## config.mk

```make
export PLATFORM = sky130hd
export DESIGN_NAME = id_stage
export DESIGN_NICKNAME = d
export VERILOG_FILES = /design/src/source/rv_decode_pkg.sv /design/src/source/imm_gen.sv /design/src/source/ctrl_decode.sv /design/src/source/operand_fwd.sv /design/src/source/branch_resolve.sv /design/src/source/id_stage.sv
export SDC_FILE = /design/constraint.sdc
export NUM_CORES = 1
export LEC_CHECK = 0
export ABC_AREA = 1
export BUFFER_PORTS_ARGS = -buffer_cell sky130_fd_sc_hd__buf_4
export CAP_MARGIN = 10
export CORE_MARGIN = 4
export CORE_UTILIZATION = 52
export DETAILED_ROUTE_END_ITERATION = 12
export PLACE_DENSITY = 0.82
export SETUP_SLACK_MARGIN = 0.15
export SLEW_MARGIN = 20
export SYNTH_ARGS = -nofsm -noshare
export SYNTH_HDL_FRONTEND = slang
export SYNTH_SLANG_ARGS = --single-unit
export TNS_END_PERCENT = 20
```

## constraint.sdc

```tcl
create_clock -name clk -period 22.7 [get_ports clk]
set_input_delay 4.54 -clock clk [delete_from_list [all_inputs] [get_ports clk]]
set_output_delay 4.54 -clock clk [all_outputs]
set_load 0.02 [all_outputs]
```

## src/source/rv_decode_pkg.sv

```systemverilog
package rv_decode_pkg;

	localparam int xlen       = 32;
	localparam int reg_addr_w = 5; // 32 architectural registers

	typedef logic [xlen-1:0]       word_t;
	typedef logic [xlen-1:0]       addr_t;
	typedef logic [reg_addr_w-1:0] reg_addr_t;
	typedef logic [31:0]           inst_t;
	typedef logic [6:0]            opcode_t;
	typedef logic [2:0]            funct3_t;

	// Major opcodes
	localparam opcode_t op_lui    = 7'b0110111;
	localparam opcode_t op_auipc  = 7'b0010111;
	localparam opcode_t op_jal    = 7'b1101111;
	localparam opcode_t op_jalr   = 7'b1100111;
	localparam opcode_t op_branch = 7'b1100011;
	localparam opcode_t op_load   = 7'b0000011;
	localparam opcode_t op_store  = 7'b0100011;
	localparam opcode_t op_opi    = 7'b0010011;
	localparam opcode_t op_op     = 7'b0110011;

	localparam funct3_t f3_beq  = 3'b000;
	localparam funct3_t f3_bne  = 3'b001;
	localparam funct3_t f3_blt  = 3'b100;
	localparam funct3_t f3_bge  = 3'b101;
	localparam funct3_t f3_bltu = 3'b110;
	localparam funct3_t f3_bgeu = 3'b111;

	localparam funct3_t f3_lb  = 3'b000;
	localparam funct3_t f3_lh  = 3'b001;
	localparam funct3_t f3_lw  = 3'b010;
	localparam funct3_t f3_lbu = 3'b100;
	localparam funct3_t f3_lhu = 3'b101;

	localparam funct3_t f3_sb = 3'b000;
	localparam funct3_t f3_sh = 3'b001;
	localparam funct3_t f3_sw = 3'b010;

	// Shared by OP and OP-IMM
	localparam funct3_t f3_add_sub = 3'b000;
	localparam funct3_t f3_sll     = 3'b001;
	localparam funct3_t f3_slt     = 3'b010;
	localparam funct3_t f3_sltu    = 3'b011;
	localparam funct3_t f3_xor     = 3'b100;
	localparam funct3_t f3_srl_sra = 3'b101;
	localparam funct3_t f3_or      = 3'b110;
	localparam funct3_t f3_and     = 3'b111;

	typedef enum logic [4:0] {
		alu_nop,
		alu_or, alu_and, alu_xor, alu_add, alu_sub,
		alu_slt, alu_sltu, alu_sll, alu_srl, alu_sra,
		alu_auipc, alu_jal, alu_jalr,
		alu_beq, alu_bne, alu_blt, alu_bge, alu_bltu, alu_bgeu,
		alu_lb, alu_lh, alu_lw, alu_lbu, alu_lhu,
		alu_sb, alu_sh, alu_sw
	} alu_op_e;

	// Result class picked in EX
	typedef enum logic [2:0] {
		sel_nop,
		sel_logic,
		sel_arith,
		sel_shift,
		sel_jump_branch,
		sel_load_store
	} alu_sel_e;

endpackage

```

## src/source/imm_gen.sv

```systemverilog
module imm_gen (
	input  rv_decode_pkg::inst_t     inst_i,
	output rv_decode_pkg::word_t     imm_o,
	output rv_decode_pkg::reg_addr_t rs1_o,
	output rv_decode_pkg::reg_addr_t rs2_o,
	output rv_decode_pkg::reg_addr_t rd_o
);

	rv_decode_pkg::opcode_t opcode;
	rv_decode_pkg::funct3_t funct3;
	rv_decode_pkg::word_t   imm_i_s; // Sign-extended I
	rv_decode_pkg::word_t   imm_i_z; // Zero-extended I, logic ops
	rv_decode_pkg::word_t   imm_sh;
	rv_decode_pkg::word_t   imm_s;
	rv_decode_pkg::word_t   imm_b;
	rv_decode_pkg::word_t   imm_u;
	rv_decode_pkg::word_t   imm_j;

	assign opcode = inst_i[6:0];
	assign funct3 = inst_i[14:12];
	assign rd_o   = inst_i[11:7];
	assign rs1_o  = inst_i[19:15];
	assign rs2_o  = inst_i[24:20];

	assign imm_i_s = {{20{inst_i[31]}}, inst_i[31:20]};
	assign imm_i_z = {20'h0, inst_i[31:20]};
	assign imm_sh  = {27'h0, inst_i[24:20]}; // shamt
	assign imm_s   = {{20{inst_i[31]}}, inst_i[31:25], inst_i[11:7]};
	assign imm_b   = {{20{inst_i[31]}}, inst_i[7], inst_i[30:25], inst_i[11:8], 1'b0};
	assign imm_u   = {inst_i[31:12], 12'h0};
	assign imm_j   = {{12{inst_i[31]}}, inst_i[19:12], inst_i[20], inst_i[30:21], 1'b0};

	always_comb
	begin
		case (opcode)
			rv_decode_pkg::op_lui, rv_decode_pkg::op_auipc: imm_o = imm_u;
			rv_decode_pkg::op_jal:                          imm_o = imm_j;
			rv_decode_pkg::op_jalr, rv_decode_pkg::op_load: imm_o = imm_i_s;
			rv_decode_pkg::op_branch:                       imm_o = imm_b;
			rv_decode_pkg::op_store:                        imm_o = imm_s;
			rv_decode_pkg::op_opi:
			begin
				case (funct3)
					rv_decode_pkg::f3_xor, rv_decode_pkg::f3_or,
					rv_decode_pkg::f3_and:     imm_o = imm_i_z;
					rv_decode_pkg::f3_sll,
					rv_decode_pkg::f3_srl_sra: imm_o = imm_sh;
					default:                   imm_o = imm_i_s;
				endcase
			end
			default: imm_o = '0; // OP and unknown opcodes
		endcase
	end

endmodule

```

## src/source/ctrl_decode.sv

```systemverilog
module ctrl_decode (
	input  rv_decode_pkg::inst_t    inst_i,
	output rv_decode_pkg::alu_op_e  alu_op_o,
	output rv_decode_pkg::alu_sel_e alu_sel_o,
	output logic                    rs1_en_o,
	output logic                    rs2_en_o,
	output logic                    wr_en_o
);

	rv_decode_pkg::opcode_t opcode;
	rv_decode_pkg::funct3_t funct3;
	logic                   alt; // funct7 bit 30
	logic                   is_op;

	assign opcode = inst_i[6:0];
	assign funct3 = inst_i[14:12];
	assign alt    = inst_i[30];
	assign is_op  = (opcode == rv_decode_pkg::op_op);

	always_comb
	begin
		// Typical case reads rs1 and writes rd
		alu_op_o = rv_decode_pkg::alu_nop;
		rs1_en_o = 1'b1;
		rs2_en_o = 1'b0;
		wr_en_o  = 1'b1;

		case (opcode)
			rv_decode_pkg::op_lui:
			begin
				alu_op_o = rv_decode_pkg::alu_or; // imm | imm
				rs1_en_o = 1'b0;
			end
			rv_decode_pkg::op_auipc:
			begin
				alu_op_o = rv_decode_pkg::alu_auipc;
				rs1_en_o = 1'b0;
			end
			rv_decode_pkg::op_jal:
			begin
				alu_op_o = rv_decode_pkg::alu_jal;
				rs1_en_o = 1'b0;
			end
			rv_decode_pkg::op_jalr: alu_op_o = rv_decode_pkg::alu_jalr;
			rv_decode_pkg::op_branch:
			begin
				rs2_en_o = 1'b1;
				wr_en_o  = 1'b0;
				case (funct3)
					rv_decode_pkg::f3_beq:  alu_op_o = rv_decode_pkg::alu_beq;
					rv_decode_pkg::f3_bne:  alu_op_o = rv_decode_pkg::alu_bne;
					rv_decode_pkg::f3_blt:  alu_op_o = rv_decode_pkg::alu_blt;
					rv_decode_pkg::f3_bge:  alu_op_o = rv_decode_pkg::alu_bge;
					rv_decode_pkg::f3_bltu: alu_op_o = rv_decode_pkg::alu_bltu;
					rv_decode_pkg::f3_bgeu: alu_op_o = rv_decode_pkg::alu_bgeu;
					default:                alu_op_o = rv_decode_pkg::alu_nop;
				endcase
			end
			rv_decode_pkg::op_load:
			begin
				case (funct3)
					rv_decode_pkg::f3_lb:  alu_op_o = rv_decode_pkg::alu_lb;
					rv_decode_pkg::f3_lh:  alu_op_o = rv_decode_pkg::alu_lh;
					rv_decode_pkg::f3_lw:  alu_op_o = rv_decode_pkg::alu_lw;
					rv_decode_pkg::f3_lbu: alu_op_o = rv_decode_pkg::alu_lbu;
					rv_decode_pkg::f3_lhu: alu_op_o = rv_decode_pkg::alu_lhu;
					default:               alu_op_o = rv_decode_pkg::alu_nop;
				endcase
			end
			rv_decode_pkg::op_store:
			begin
				rs2_en_o = 1'b1;
				wr_en_o  = 1'b0;
				case (funct3)
					rv_decode_pkg::f3_sb: alu_op_o = rv_decode_pkg::alu_sb;
					rv_decode_pkg::f3_sh: alu_op_o = rv_decode_pkg::alu_sh;
					rv_decode_pkg::f3_sw: alu_op_o = rv_decode_pkg::alu_sw;
					default:              alu_op_o = rv_decode_pkg::alu_nop;
				endcase
			end
			rv_decode_pkg::op_opi, rv_decode_pkg::op_op:
			begin
				rs2_en_o = is_op; // OP-IMM takes the immediate instead
				case (funct3)
					rv_decode_pkg::f3_add_sub:
						alu_op_o = (alt && is_op) ? rv_decode_pkg::alu_sub : rv_decode_pkg::alu_add;
					rv_decode_pkg::f3_sll:  alu_op_o = rv_decode_pkg::alu_sll;
					rv_decode_pkg::f3_slt:  alu_op_o = rv_decode_pkg::alu_slt;
					rv_decode_pkg::f3_sltu: alu_op_o = rv_decode_pkg::alu_sltu;
					rv_decode_pkg::f3_xor:  alu_op_o = rv_decode_pkg::alu_xor;
					rv_decode_pkg::f3_srl_sra:
						alu_op_o = alt ? rv_decode_pkg::alu_sra : rv_decode_pkg::alu_srl;
					rv_decode_pkg::f3_or:   alu_op_o = rv_decode_pkg::alu_or;
					rv_decode_pkg::f3_and:  alu_op_o = rv_decode_pkg::alu_and;
					default:                alu_op_o = rv_decode_pkg::alu_nop;
				endcase
			end
			default: alu_op_o = rv_decode_pkg::alu_nop;
		endcase

		// Bubble on anything unmatched
		if (alu_op_o == rv_decode_pkg::alu_nop)
		begin
			rs1_en_o = 1'b0;
			rs2_en_o = 1'b0;
			wr_en_o  = 1'b0;
		end
	end

	// Result class follows the op, branches produce no result
	always_comb
	begin
		case (alu_op_o)
			rv_decode_pkg::alu_or, rv_decode_pkg::alu_and, rv_decode_pkg::alu_xor:
				alu_sel_o = rv_decode_pkg::sel_logic;
			rv_decode_pkg::alu_add, rv_decode_pkg::alu_sub, rv_decode_pkg::alu_slt,
			rv_decode_pkg::alu_sltu, rv_decode_pkg::alu_auipc:
				alu_sel_o = rv_decode_pkg::sel_arith;
			rv_decode_pkg::alu_sll, rv_decode_pkg::alu_srl, rv_decode_pkg::alu_sra:
				alu_sel_o = rv_decode_pkg::sel_shift;
			rv_decode_pkg::alu_jal, rv_decode_pkg::alu_jalr:
				alu_sel_o = rv_decode_pkg::sel_jump_branch;
			rv_decode_pkg::alu_lb, rv_decode_pkg::alu_lh, rv_decode_pkg::alu_lw,
			rv_decode_pkg::alu_lbu, rv_decode_pkg::alu_lhu, rv_decode_pkg::alu_sb,
			rv_decode_pkg::alu_sh, rv_decode_pkg::alu_sw:
				alu_sel_o = rv_decode_pkg::sel_load_store;
			default:
				alu_sel_o = rv_decode_pkg::sel_nop;
		endcase
	end

endmodule

```

## src/source/operand_fwd.sv

```systemverilog
module operand_fwd (
	input  logic                     rd_en_i,
	input  rv_decode_pkg::reg_addr_t rd_addr_i,
	input  rv_decode_pkg::word_t     reg_data_i,
	input  rv_decode_pkg::word_t     imm_i,
	input  logic                     ex_load_pending_i,
	input  logic                     ex_wr_en_i,
	input  rv_decode_pkg::reg_addr_t ex_wr_addr_i,
	input  rv_decode_pkg::word_t     ex_wr_data_i,
	input  logic                     mem_wr_en_i,
	input  rv_decode_pkg::reg_addr_t mem_wr_addr_i,
	input  rv_decode_pkg::word_t     mem_wr_data_i,
	output rv_decode_pkg::word_t     operand_o,
	output logic                     stall_o
);

	logic ex_hit;
	logic mem_hit;

	assign ex_hit  = (ex_wr_addr_i == rd_addr_i);
	assign mem_hit = (mem_wr_addr_i == rd_addr_i);

	// Load data not back until after EX
	assign stall_o = rd_en_i && ex_load_pending_i && ex_hit;

	always_comb
	begin
		if (!rd_en_i)
			operand_o = imm_i;
		else if (ex_wr_en_i && ex_hit)
			operand_o = ex_wr_data_i; // Youngest result wins
		else if (mem_wr_en_i && mem_hit)
			operand_o = mem_wr_data_i;
		else
			operand_o = reg_data_i;
	end

endmodule

```

## src/source/branch_resolve.sv

```systemverilog
module branch_resolve (
	input  rv_decode_pkg::alu_op_e alu_op_i,
	input  rv_decode_pkg::addr_t   pc_i,
	input  rv_decode_pkg::word_t   op1_i,
	input  rv_decode_pkg::word_t   op2_i,
	input  rv_decode_pkg::word_t   imm_i,
	output logic                   taken_o,
	output rv_decode_pkg::addr_t   target_o
);

	logic                 is_signed;
	logic                 eq;
	logic                 lt;
	rv_decode_pkg::addr_t pc_target;
	rv_decode_pkg::addr_t jalr_target;

	assign is_signed = (alu_op_i == rv_decode_pkg::alu_blt) ||
		(alu_op_i == rv_decode_pkg::alu_bge);

	assign eq = (op1_i == op2_i);
	assign lt = is_signed ? ($signed(op1_i) < $signed(op2_i)) : (op1_i < op2_i);

	assign pc_target   = pc_i + imm_i;
	assign jalr_target = op1_i + imm_i; // Bit 0 left as computed

	always_comb
	begin
		case (alu_op_i)
			rv_decode_pkg::alu_jal,
			rv_decode_pkg::alu_jalr: taken_o = 1'b1;
			rv_decode_pkg::alu_beq:  taken_o = eq;
			rv_decode_pkg::alu_bne:  taken_o = !eq;
			rv_decode_pkg::alu_blt,
			rv_decode_pkg::alu_bltu: taken_o = lt;
			rv_decode_pkg::alu_bge,
			rv_decode_pkg::alu_bgeu: taken_o = !lt;
			default:                 taken_o = 1'b0;
		endcase
	end

	always_comb
	begin
		if (!taken_o)
			target_o = '0;
		else if (alu_op_i == rv_decode_pkg::alu_jalr)
			target_o = jalr_target;
		else
			target_o = pc_target;
	end

endmodule

```

## src/source/id_stage.sv

```systemverilog
module id_stage (
	input  logic                      clk,
	input  logic                      rst,

	input  logic                      in_valid_i,
	output logic                      in_ready_o,
	input  rv_decode_pkg::inst_t      inst_i,
	input  rv_decode_pkg::addr_t      pc_i,

	// Register file, answers in the same cycle
	output logic                      rs1_en_o,
	output logic                      rs2_en_o,
	output rv_decode_pkg::reg_addr_t  rs1_addr_o,
	output rv_decode_pkg::reg_addr_t  rs2_addr_o,
	input  rv_decode_pkg::word_t      rs1_data_i,
	input  rv_decode_pkg::word_t      rs2_data_i,

	input  logic                      ex_load_pending_i,
	input  logic                      ex_wr_en_i,
	input  rv_decode_pkg::reg_addr_t  ex_wr_addr_i,
	input  rv_decode_pkg::word_t      ex_wr_data_i,
	input  logic                      mem_wr_en_i,
	input  rv_decode_pkg::reg_addr_t  mem_wr_addr_i,
	input  rv_decode_pkg::word_t      mem_wr_data_i,

	// ID/EX latch
	output logic                      out_valid_o,
	input  logic                      out_ready_i,
	output rv_decode_pkg::alu_op_e    out_alu_op_o,
	output rv_decode_pkg::alu_sel_e   out_alu_sel_o,
	output rv_decode_pkg::word_t      out_op1_o,
	output rv_decode_pkg::word_t      out_op2_o,
	output rv_decode_pkg::word_t      out_offset_o,
	output logic                      out_wr_en_o,
	output rv_decode_pkg::reg_addr_t  out_wr_addr_o,
	output rv_decode_pkg::addr_t      out_pc_o,
	output logic                      out_branch_taken_o,
	output rv_decode_pkg::addr_t      out_branch_target_o
);

	rv_decode_pkg::word_t      imm;
	rv_decode_pkg::reg_addr_t  rd;
	rv_decode_pkg::alu_op_e    alu_op;
	rv_decode_pkg::alu_sel_e   alu_sel;
	logic                      wr_en;
	rv_decode_pkg::word_t      op1;
	rv_decode_pkg::word_t      op2;
	logic                      stall1;
	logic                      stall2;
	logic                      taken;
	rv_decode_pkg::addr_t      target;
	logic                      accept;

	imm_gen u_imm_gen (
		.inst_i (inst_i),
		.imm_o  (imm),
		.rs1_o  (rs1_addr_o),
		.rs2_o  (rs2_addr_o),
		.rd_o   (rd)
	);

	ctrl_decode u_ctrl_decode (
		.inst_i    (inst_i),
		.alu_op_o  (alu_op),
		.alu_sel_o (alu_sel),
		.rs1_en_o  (rs1_en_o),
		.rs2_en_o  (rs2_en_o),
		.wr_en_o   (wr_en)
	);

	operand_fwd u_fwd1 (
		.rd_en_i           (rs1_en_o),
		.rd_addr_i         (rs1_addr_o),
		.reg_data_i        (rs1_data_i),
		.imm_i             (imm),
		.ex_load_pending_i (ex_load_pending_i),
		.ex_wr_en_i        (ex_wr_en_i),
		.ex_wr_addr_i      (ex_wr_addr_i),
		.ex_wr_data_i      (ex_wr_data_i),
		.mem_wr_en_i       (mem_wr_en_i),
		.mem_wr_addr_i     (mem_wr_addr_i),
		.mem_wr_data_i     (mem_wr_data_i),
		.operand_o         (op1),
		.stall_o           (stall1)
	);

	operand_fwd u_fwd2 (
		.rd_en_i           (rs2_en_o),
		.rd_addr_i         (rs2_addr_o),
		.reg_data_i        (rs2_data_i),
		.imm_i             (imm),
		.ex_load_pending_i (ex_load_pending_i),
		.ex_wr_en_i        (ex_wr_en_i),
		.ex_wr_addr_i      (ex_wr_addr_i),
		.ex_wr_data_i      (ex_wr_data_i),
		.mem_wr_en_i       (mem_wr_en_i),
		.mem_wr_addr_i     (mem_wr_addr_i),
		.mem_wr_data_i     (mem_wr_data_i),
		.operand_o         (op2),
		.stall_o           (stall2)
	);

	branch_resolve u_branch (
		.alu_op_i (alu_op),
		.pc_i     (pc_i),
		.op1_i    (op1),
		.op2_i    (op2),
		.imm_i    (imm),
		.taken_o  (taken),
		.target_o (target)
	);

	// Latch free or draining, and no load-use hazard
	assign in_ready_o = (!out_valid_o || out_ready_i) && !(stall1 || stall2);
	assign accept     = in_valid_i && in_ready_o;

	always_ff @(posedge clk)
	begin
		if (rst)
			out_valid_o <= 1'b0;
		else if (accept)
			out_valid_o <= 1'b1;
		else if (out_ready_i)
			out_valid_o <= 1'b0;
	end

	always_ff @(posedge clk)
	begin
		if (accept)
		begin
			out_alu_op_o        <= alu_op;
			out_alu_sel_o       <= alu_sel;
			out_op1_o           <= op1;
			out_op2_o           <= op2;
			out_offset_o        <= imm;
			out_wr_en_o         <= wr_en;
			out_wr_addr_o       <= rd;
			out_pc_o            <= pc_i;
			out_branch_taken_o  <= taken;
			out_branch_target_o <= target;
		end
	end

endmodule

```

==> results of run 1 <==
==> metrics by stage <==
step                instance area (um^2)  power [mW]
finish                             15800       0.933
global route                       15800       0.963
CTS                                15800       0.928
detailed placement                 15100       0.619
global placement                   15100       0.616
floorplan                          12000       0.521
==> flip-flops by register name, indices dropped and copies added (netlist names) <==
register	cells
out_branch_target_o	32
out_wr_en_o	1
out_branch_taken_o	1
out_wr_addr_o	5
out_alu_sel_o	3
out_alu_op_o	5
out_pc_o	32
out_valid_o	1
out_op1_o	32
out_offset_o	32
out_op2_o	32
==> critical path: cells and delay by family <==
kind | cells | cell delay [ns]
fa+ha+maj | 1 | 0.22
compound gates | 2 | 0.27
buf+inv | 5 | 1.00
simple gates | 9 | 1.37
==> cells in the final DEF, fill, tap and decap left out, types with 45 or more instances in the layout <==
master,count
o21ai_0,63
nand2_1,373
a21oi_1,77
edfxtp_1,175
buf_4,408
nor2_1,84
nand3_1,91
inv_1,149
ha_1,70
o21ai_1,45
==> cell families (layout without fill, tap and decap cells) <==
group / Yosys count / count (layout) / synth area share
xor+xnor: 30 / 30 / 0.0218
buf+inv: 232 / 611 / 0.0819
compound gates: 294 / 294 / 0.152
simple gates: 644 / 644 / 0.232
fa+ha+maj: 71 / 71 / 0.0744
flops: 176 / 176 / 0.438
other cells: 0 / 2 / 0
==> worst max-delay path by stage <==
stage / startpoint / endpoint / slack (ns)
after floorplan: inst_i[1] / out_alu_op_o[0] / 2.90
after global placement: inst_i[3] / in_ready_o / 10.81
after detailed placement: inst_i[4] / in_ready_o / 10.74
after CTS: inst_i[4] / in_ready_o / 10.75
after global routing: inst_i[1] / in_ready_o / 10.50
final: inst_i[4] / in_ready_o / 10.74
==> metal layers <==
metal / wire, um / share of wire / vias up / GRT usage
li1: - / - / 5694 / -
met1: 17700 / 0.36 / 5789 / 0.449
met2: 23000 / 0.47 / 957 / 0.612
met3: 5840 / 0.12 / 163 / 0.0872
met4: 2020 / 0.042 / 0 / 0.140
met5: 0 / 0 / - / 0
==> final cells by class <==
type	instances	area, um^2	share of cell area
diodes	2	5.00	0.000318
clock buffers	18	429	0.0272
flip-flops and latches	176	5280	0.335
clock inverters	14	186	0.0118
multi-input cells	1039	5800	0.368
repair buffers	408	3060	0.194
inverters	171	644	0.0409
well taps	285	357	0.0226
==> power breakdown <==
part,switching [mW],internal (mW),total (mW)
logic,0.140,0.0863,0.226
registers,0.00822,0.383,0.391
clock network,0.155,0.161,0.316
==> metrics.yaml, run 1 <==
detailed_routing:
  ant_nets: 0
  route.vias.total: 12603
  wirelength_um: 48500
  post_drt_via_cell_ratio: 5.96
  drc_errors: 0
  first_pass_iters: 9
  wl_per_cell_um: 23.0
  drt_iter0_markers: 1551
cts:
  clk_path_buf_depth: 2
  clock-sinks: 176
  cts-resized-gates: 0
  cts-root-buf: "clkbuf_16"
  cts_tree: "yes"
  cts_buffers: 17
  insertion_delay_ns: 0.45
  cts_setup_buffers: 0
  clk_pin_slew_ns: 0.09
  h-tree-depth: 4
  ctsHoldBuffers: 0
run:
  drv_cap: 0
timing:
  worst_slack_ns: 10.74
  relSlewSlack: 0.311
  fin_tns_setup_ns: 0
  finalHoldViolCount: 0
  fin_crit_sh: 0.527
  worst_pin_slew_ns: 1.03
  max_freq_ghz: 0.0836
  setup_violations: 0
  clock_skew_ns: 0.0184
  rsz0062_at_grt: "no"
  drv_slew: 0
  period_needed_ns: 11.96
  timing.hold.ws_ns: 0.636
global_route:
  grt_pass1_wl_um: 71400
  grt_usage: 0.362
  antenna_found_initial: 2
  grt_pass1_vias: 12179
  grt_overflow_total: 0
  grt_max_degree: 79
setup_path:
  cp-start-kind: "primary input"
  crit_fanout: 63
  crit_chain: "buf_4 -> inv_1 -> nand3_1 -> nor2_1 -> nand2_1 -> o21ai_0 -> nor4_1 -> nand2_1 -> inv_1 -> ha_1 -> nand3_1 -> o21ai_4 -> inv_4 -> nand3_1 -> nand2_1 -> nor2_2 -> buf_4"
  rrSetupSlack_ns: 19.81
  crit_type: "primary input to output port"
  max_stage_delay_ns: 0.54
  worstPathRequired_ns: 18.16
  reg2reg_depth: 5
  endpoint_kind: "output port"
  arrival_ns: 7.42
  cpMaxStageDelayCell: "inv_4"
  reg2reg_from: "out_valid_o"
  timing.rr.end: "out_pc_o[21]"
placement:
  dp_hpwl_um: 37700
  dpl.cell_count: 2079
  gp_congestion: 0.980
  io_buffers: 397
  dp_slack_ns: 10.74
power:
  powerDensity_mw_per_mm2: 59.2
  ir_worst_vdd_mv: 0.0500
  leakagePower_nw: 7.79
synth:
  synth_common_cells: "nand2_1 (375), edfxtp_1 (175), inv_1 (149), nand3_1 (92), nor2_1 (85)"
  syn-num-nets: 1727
  synth-main-ff-cell: "edfxtp_1"
  syn_area_mm2: 0.0120
  synth_cell_types: 55
  synth_edf_count: 175
  syn-instance-count: 1447
  async_flop_share: 0
  synth_top_area_frac: 0.436
  synth-seq-area-share: 0.438
  ys_ff_latch: 176
  yosysMostFrequentCell: "nand2_1"
  yosysTopAreaCell: "edfxtp_1"
  avgSynthCellArea_um2: 8.32
  ys_top_cells_by_area: "edfxtp_1 (44%), nand2_1 (12%), ha_1 (7.3%)"
  ys.warnings.count: 0
final_layout:
  num-fill-cells: 1796
  nets: 2093
  syn2layout_area_growth_pct: 30.9
  stdcell_count: 2113
  drive_gt1_frac: 0.297
  post-route-util: 0.694
floorplan:
  dieArea_mm2: 0.0256
  ioPinCount: 398
  start_util: 0.530
  die_x_um: 160
  placementRows: 55
  die_h_um: 160
  coreArea_mm2: 0.0227
worst_hold_path:
  hp-class: "flop to flop"
  min_path_cells: 4
  min_to: "out_valid_o"
  min-delay-start: "out_valid_o"
outcome:
  status: "completed"
No activity file was read; power rests on OpenSTA's default activity.
==> run 2, diff against run 1 <==
==> constraint.sdc (replaced) <==
create_clock -name clk -period 12.2 [get_ports clk]
set_input_delay 2.44 -clock clk [delete_from_list [all_inputs] [get_ports clk]]
set_output_delay 2.44 -clock clk [all_outputs]
set_load 0.02 [all_outputs]
==> metrics.yaml, run 2 (synthesis results as in run 1) <==
placement:
  dp_hpwl_um: 38700
  gp_congestion: 0.963
  io_buffers: 397
  dpl.cell_count: 2078
power:
  comb_power_share: 0.244
  powerDensity_mw_per_mm2: 109
  leakagePower_nw: 7.78
  clkPwrFrac: 0.332
  p_sw_frac: 0.322
  ir_worst_vdd_mv: 0.0982
  p_switching_mw: 0.554
  p_seq_frac: 0.424
  intPower_mw: 1.17
floorplan:
  coreArea_mm2: 0.0227
  ioPinCount: 398
  die_h_um: 160
  start_util: 0.530
  placementRows: 55
  die_x_um: 160
  dieArea_mm2: 0.0256
setup_path:
  crit_family: "simple AND/OR/NAND/NOR gates"
  max_stage_delay_ns: 0.92
  critPathBufInv: 5
  crit_type: "primary input to flop"
  endpoint_kind: "flop"
  arrival_ns: 8.15
  cpMaxStageDelayCell: "inv_2"
  cp-start-kind: "primary input"
  worstPathRequired_ns: 12.38
  crit_fanout: 34
timing:
  max_freq_ghz: 0.126
  fin_tns_setup_ns: 0
  rsz0062_at_grt: "no"
  fin_crit_sh: 0.653
  worst_pin_slew_ns: 1.14
  finalHoldViolCount: 0
  relSlewSlack: 0.238
  clock_skew_ns: 0.0108
  setup_violations: 0
  period_needed_ns: 7.97
  timing.hold.ws_ns: 0.640
  drv_slew: 0
detailed_routing:
  first_pass_iters: 6
  drc_errors: 0
  wl_per_cell_um: 23.1
  ant_nets: 0
  route.vias.total: 12561
  post_drt_via_cell_ratio: 5.95
  drt_iter0_markers: 1506
  wirelength_um: 48900
cts:
  clock-sinks: 176
  clk_pin_slew_ns: 0.08
  cts_setup_buffers: 0
  cts-root-buf: "clkbuf_16"
  ctsHoldBuffers: 0
  cts-resized-gates: 0
  h-tree-depth: 4
  cts_buffers: 17
  insertion_delay_ns: 0.44
  cts_tree: "yes"
  clk_path_buf_depth: 2
final_layout:
  stdcell_count: 2112
  mostFrequentLayoutCell: "buf_4"
  drive_gt1_frac: 0.297
  syn2layout_area_growth_pct: 30.9
  num-fill-cells: 1877
  nets: 2092
  layout_common_cells: "buf_4 (405), nand2_1 (373), edfxtp_1 (175)"
  post-route-util: 0.694
global_route:
  grt_usage: 0.371
  grt_pass1_wl_um: 73400
  grt_max_degree: 157
  grt_overflow_total: 0
  grt_pass1_vias: 12393
  antenna_found_initial: 5
worst_hold_path:
  hp-class: "flop to flop"
run:
  drv_cap: 0
outcome:
  status: "completed"
## run 2: layer usage
metal,vias up,part of all wire,track usage
li1,5684,-,-
met1,5869,0.37,0.448
met2,850,0.48,0.633
met3,154,0.11,0.0911
met4,4,0.048,0.161
met5,-,0.00055,0
## run 2: path summary, 6_finish.rpt
| kind | to | start | slack (ns) | depth (start not counted) |
|---|---|---|---|---|
| max reg2reg | out_branch_target_o[31] | out_valid_o | 9.98 | 4 |
| min | out_valid_o | out_valid_o | 0.64 | 4 |
| min reg2reg | out_valid_o | out_valid_o | 0.64 | 4 |
| max | out_branch_target_o[22] | inst_i[13] | 4.23 | 25 |
## run 2: power by group through the flow
stage	combinational, mW	clock (mW)	sequential (mW)
2_1_floorplan	0.163	0	0.800
3_3_place_gp	0.408	0	0.741
3_5_place_dp	0.412	0	0.742
4_1_cts	0.415	0.568	0.729
5_1_grt	0.449	0.595	0.733
6_report	0.421	0.572	0.729
## run 2: stage by stage
stage               total power, mW  area (um^2)  setup slack, ns
detailed placement             1.15        15200             4.03
global route                   1.78        15800             3.91
CTS                            1.71        15800             4.44
global placement               1.15        15100             4.06
floorplan                     0.963        12000            0.714
finish                         1.72        15800             4.23
## run 2: final cells by class
| class | instances | area [um^2] | area share |
|---|---|---|---|
| multi-input cells | 1039 | 5810 | 0.369 |
| repair buffers | 407 | 3070 | 0.195 |
| well taps | 285 | 357 | 0.0226 |
| clock buffers | 17 | 425 | 0.0270 |
| diodes | 3 | 7.51 | 0.000476 |
| flip-flops and latches | 176 | 5280 | 0.335 |
| clock inverters | 14 | 169 | 0.0107 |
| inverters | 171 | 644 | 0.0409 |
## run 2: worst reg2reg max path: cells and delay by family (launching register included)
family                 cells  cell delay, ns
buffers and inverters      2            0.63
and+or+nand+nor            2            0.61
DFF                        1            0.31
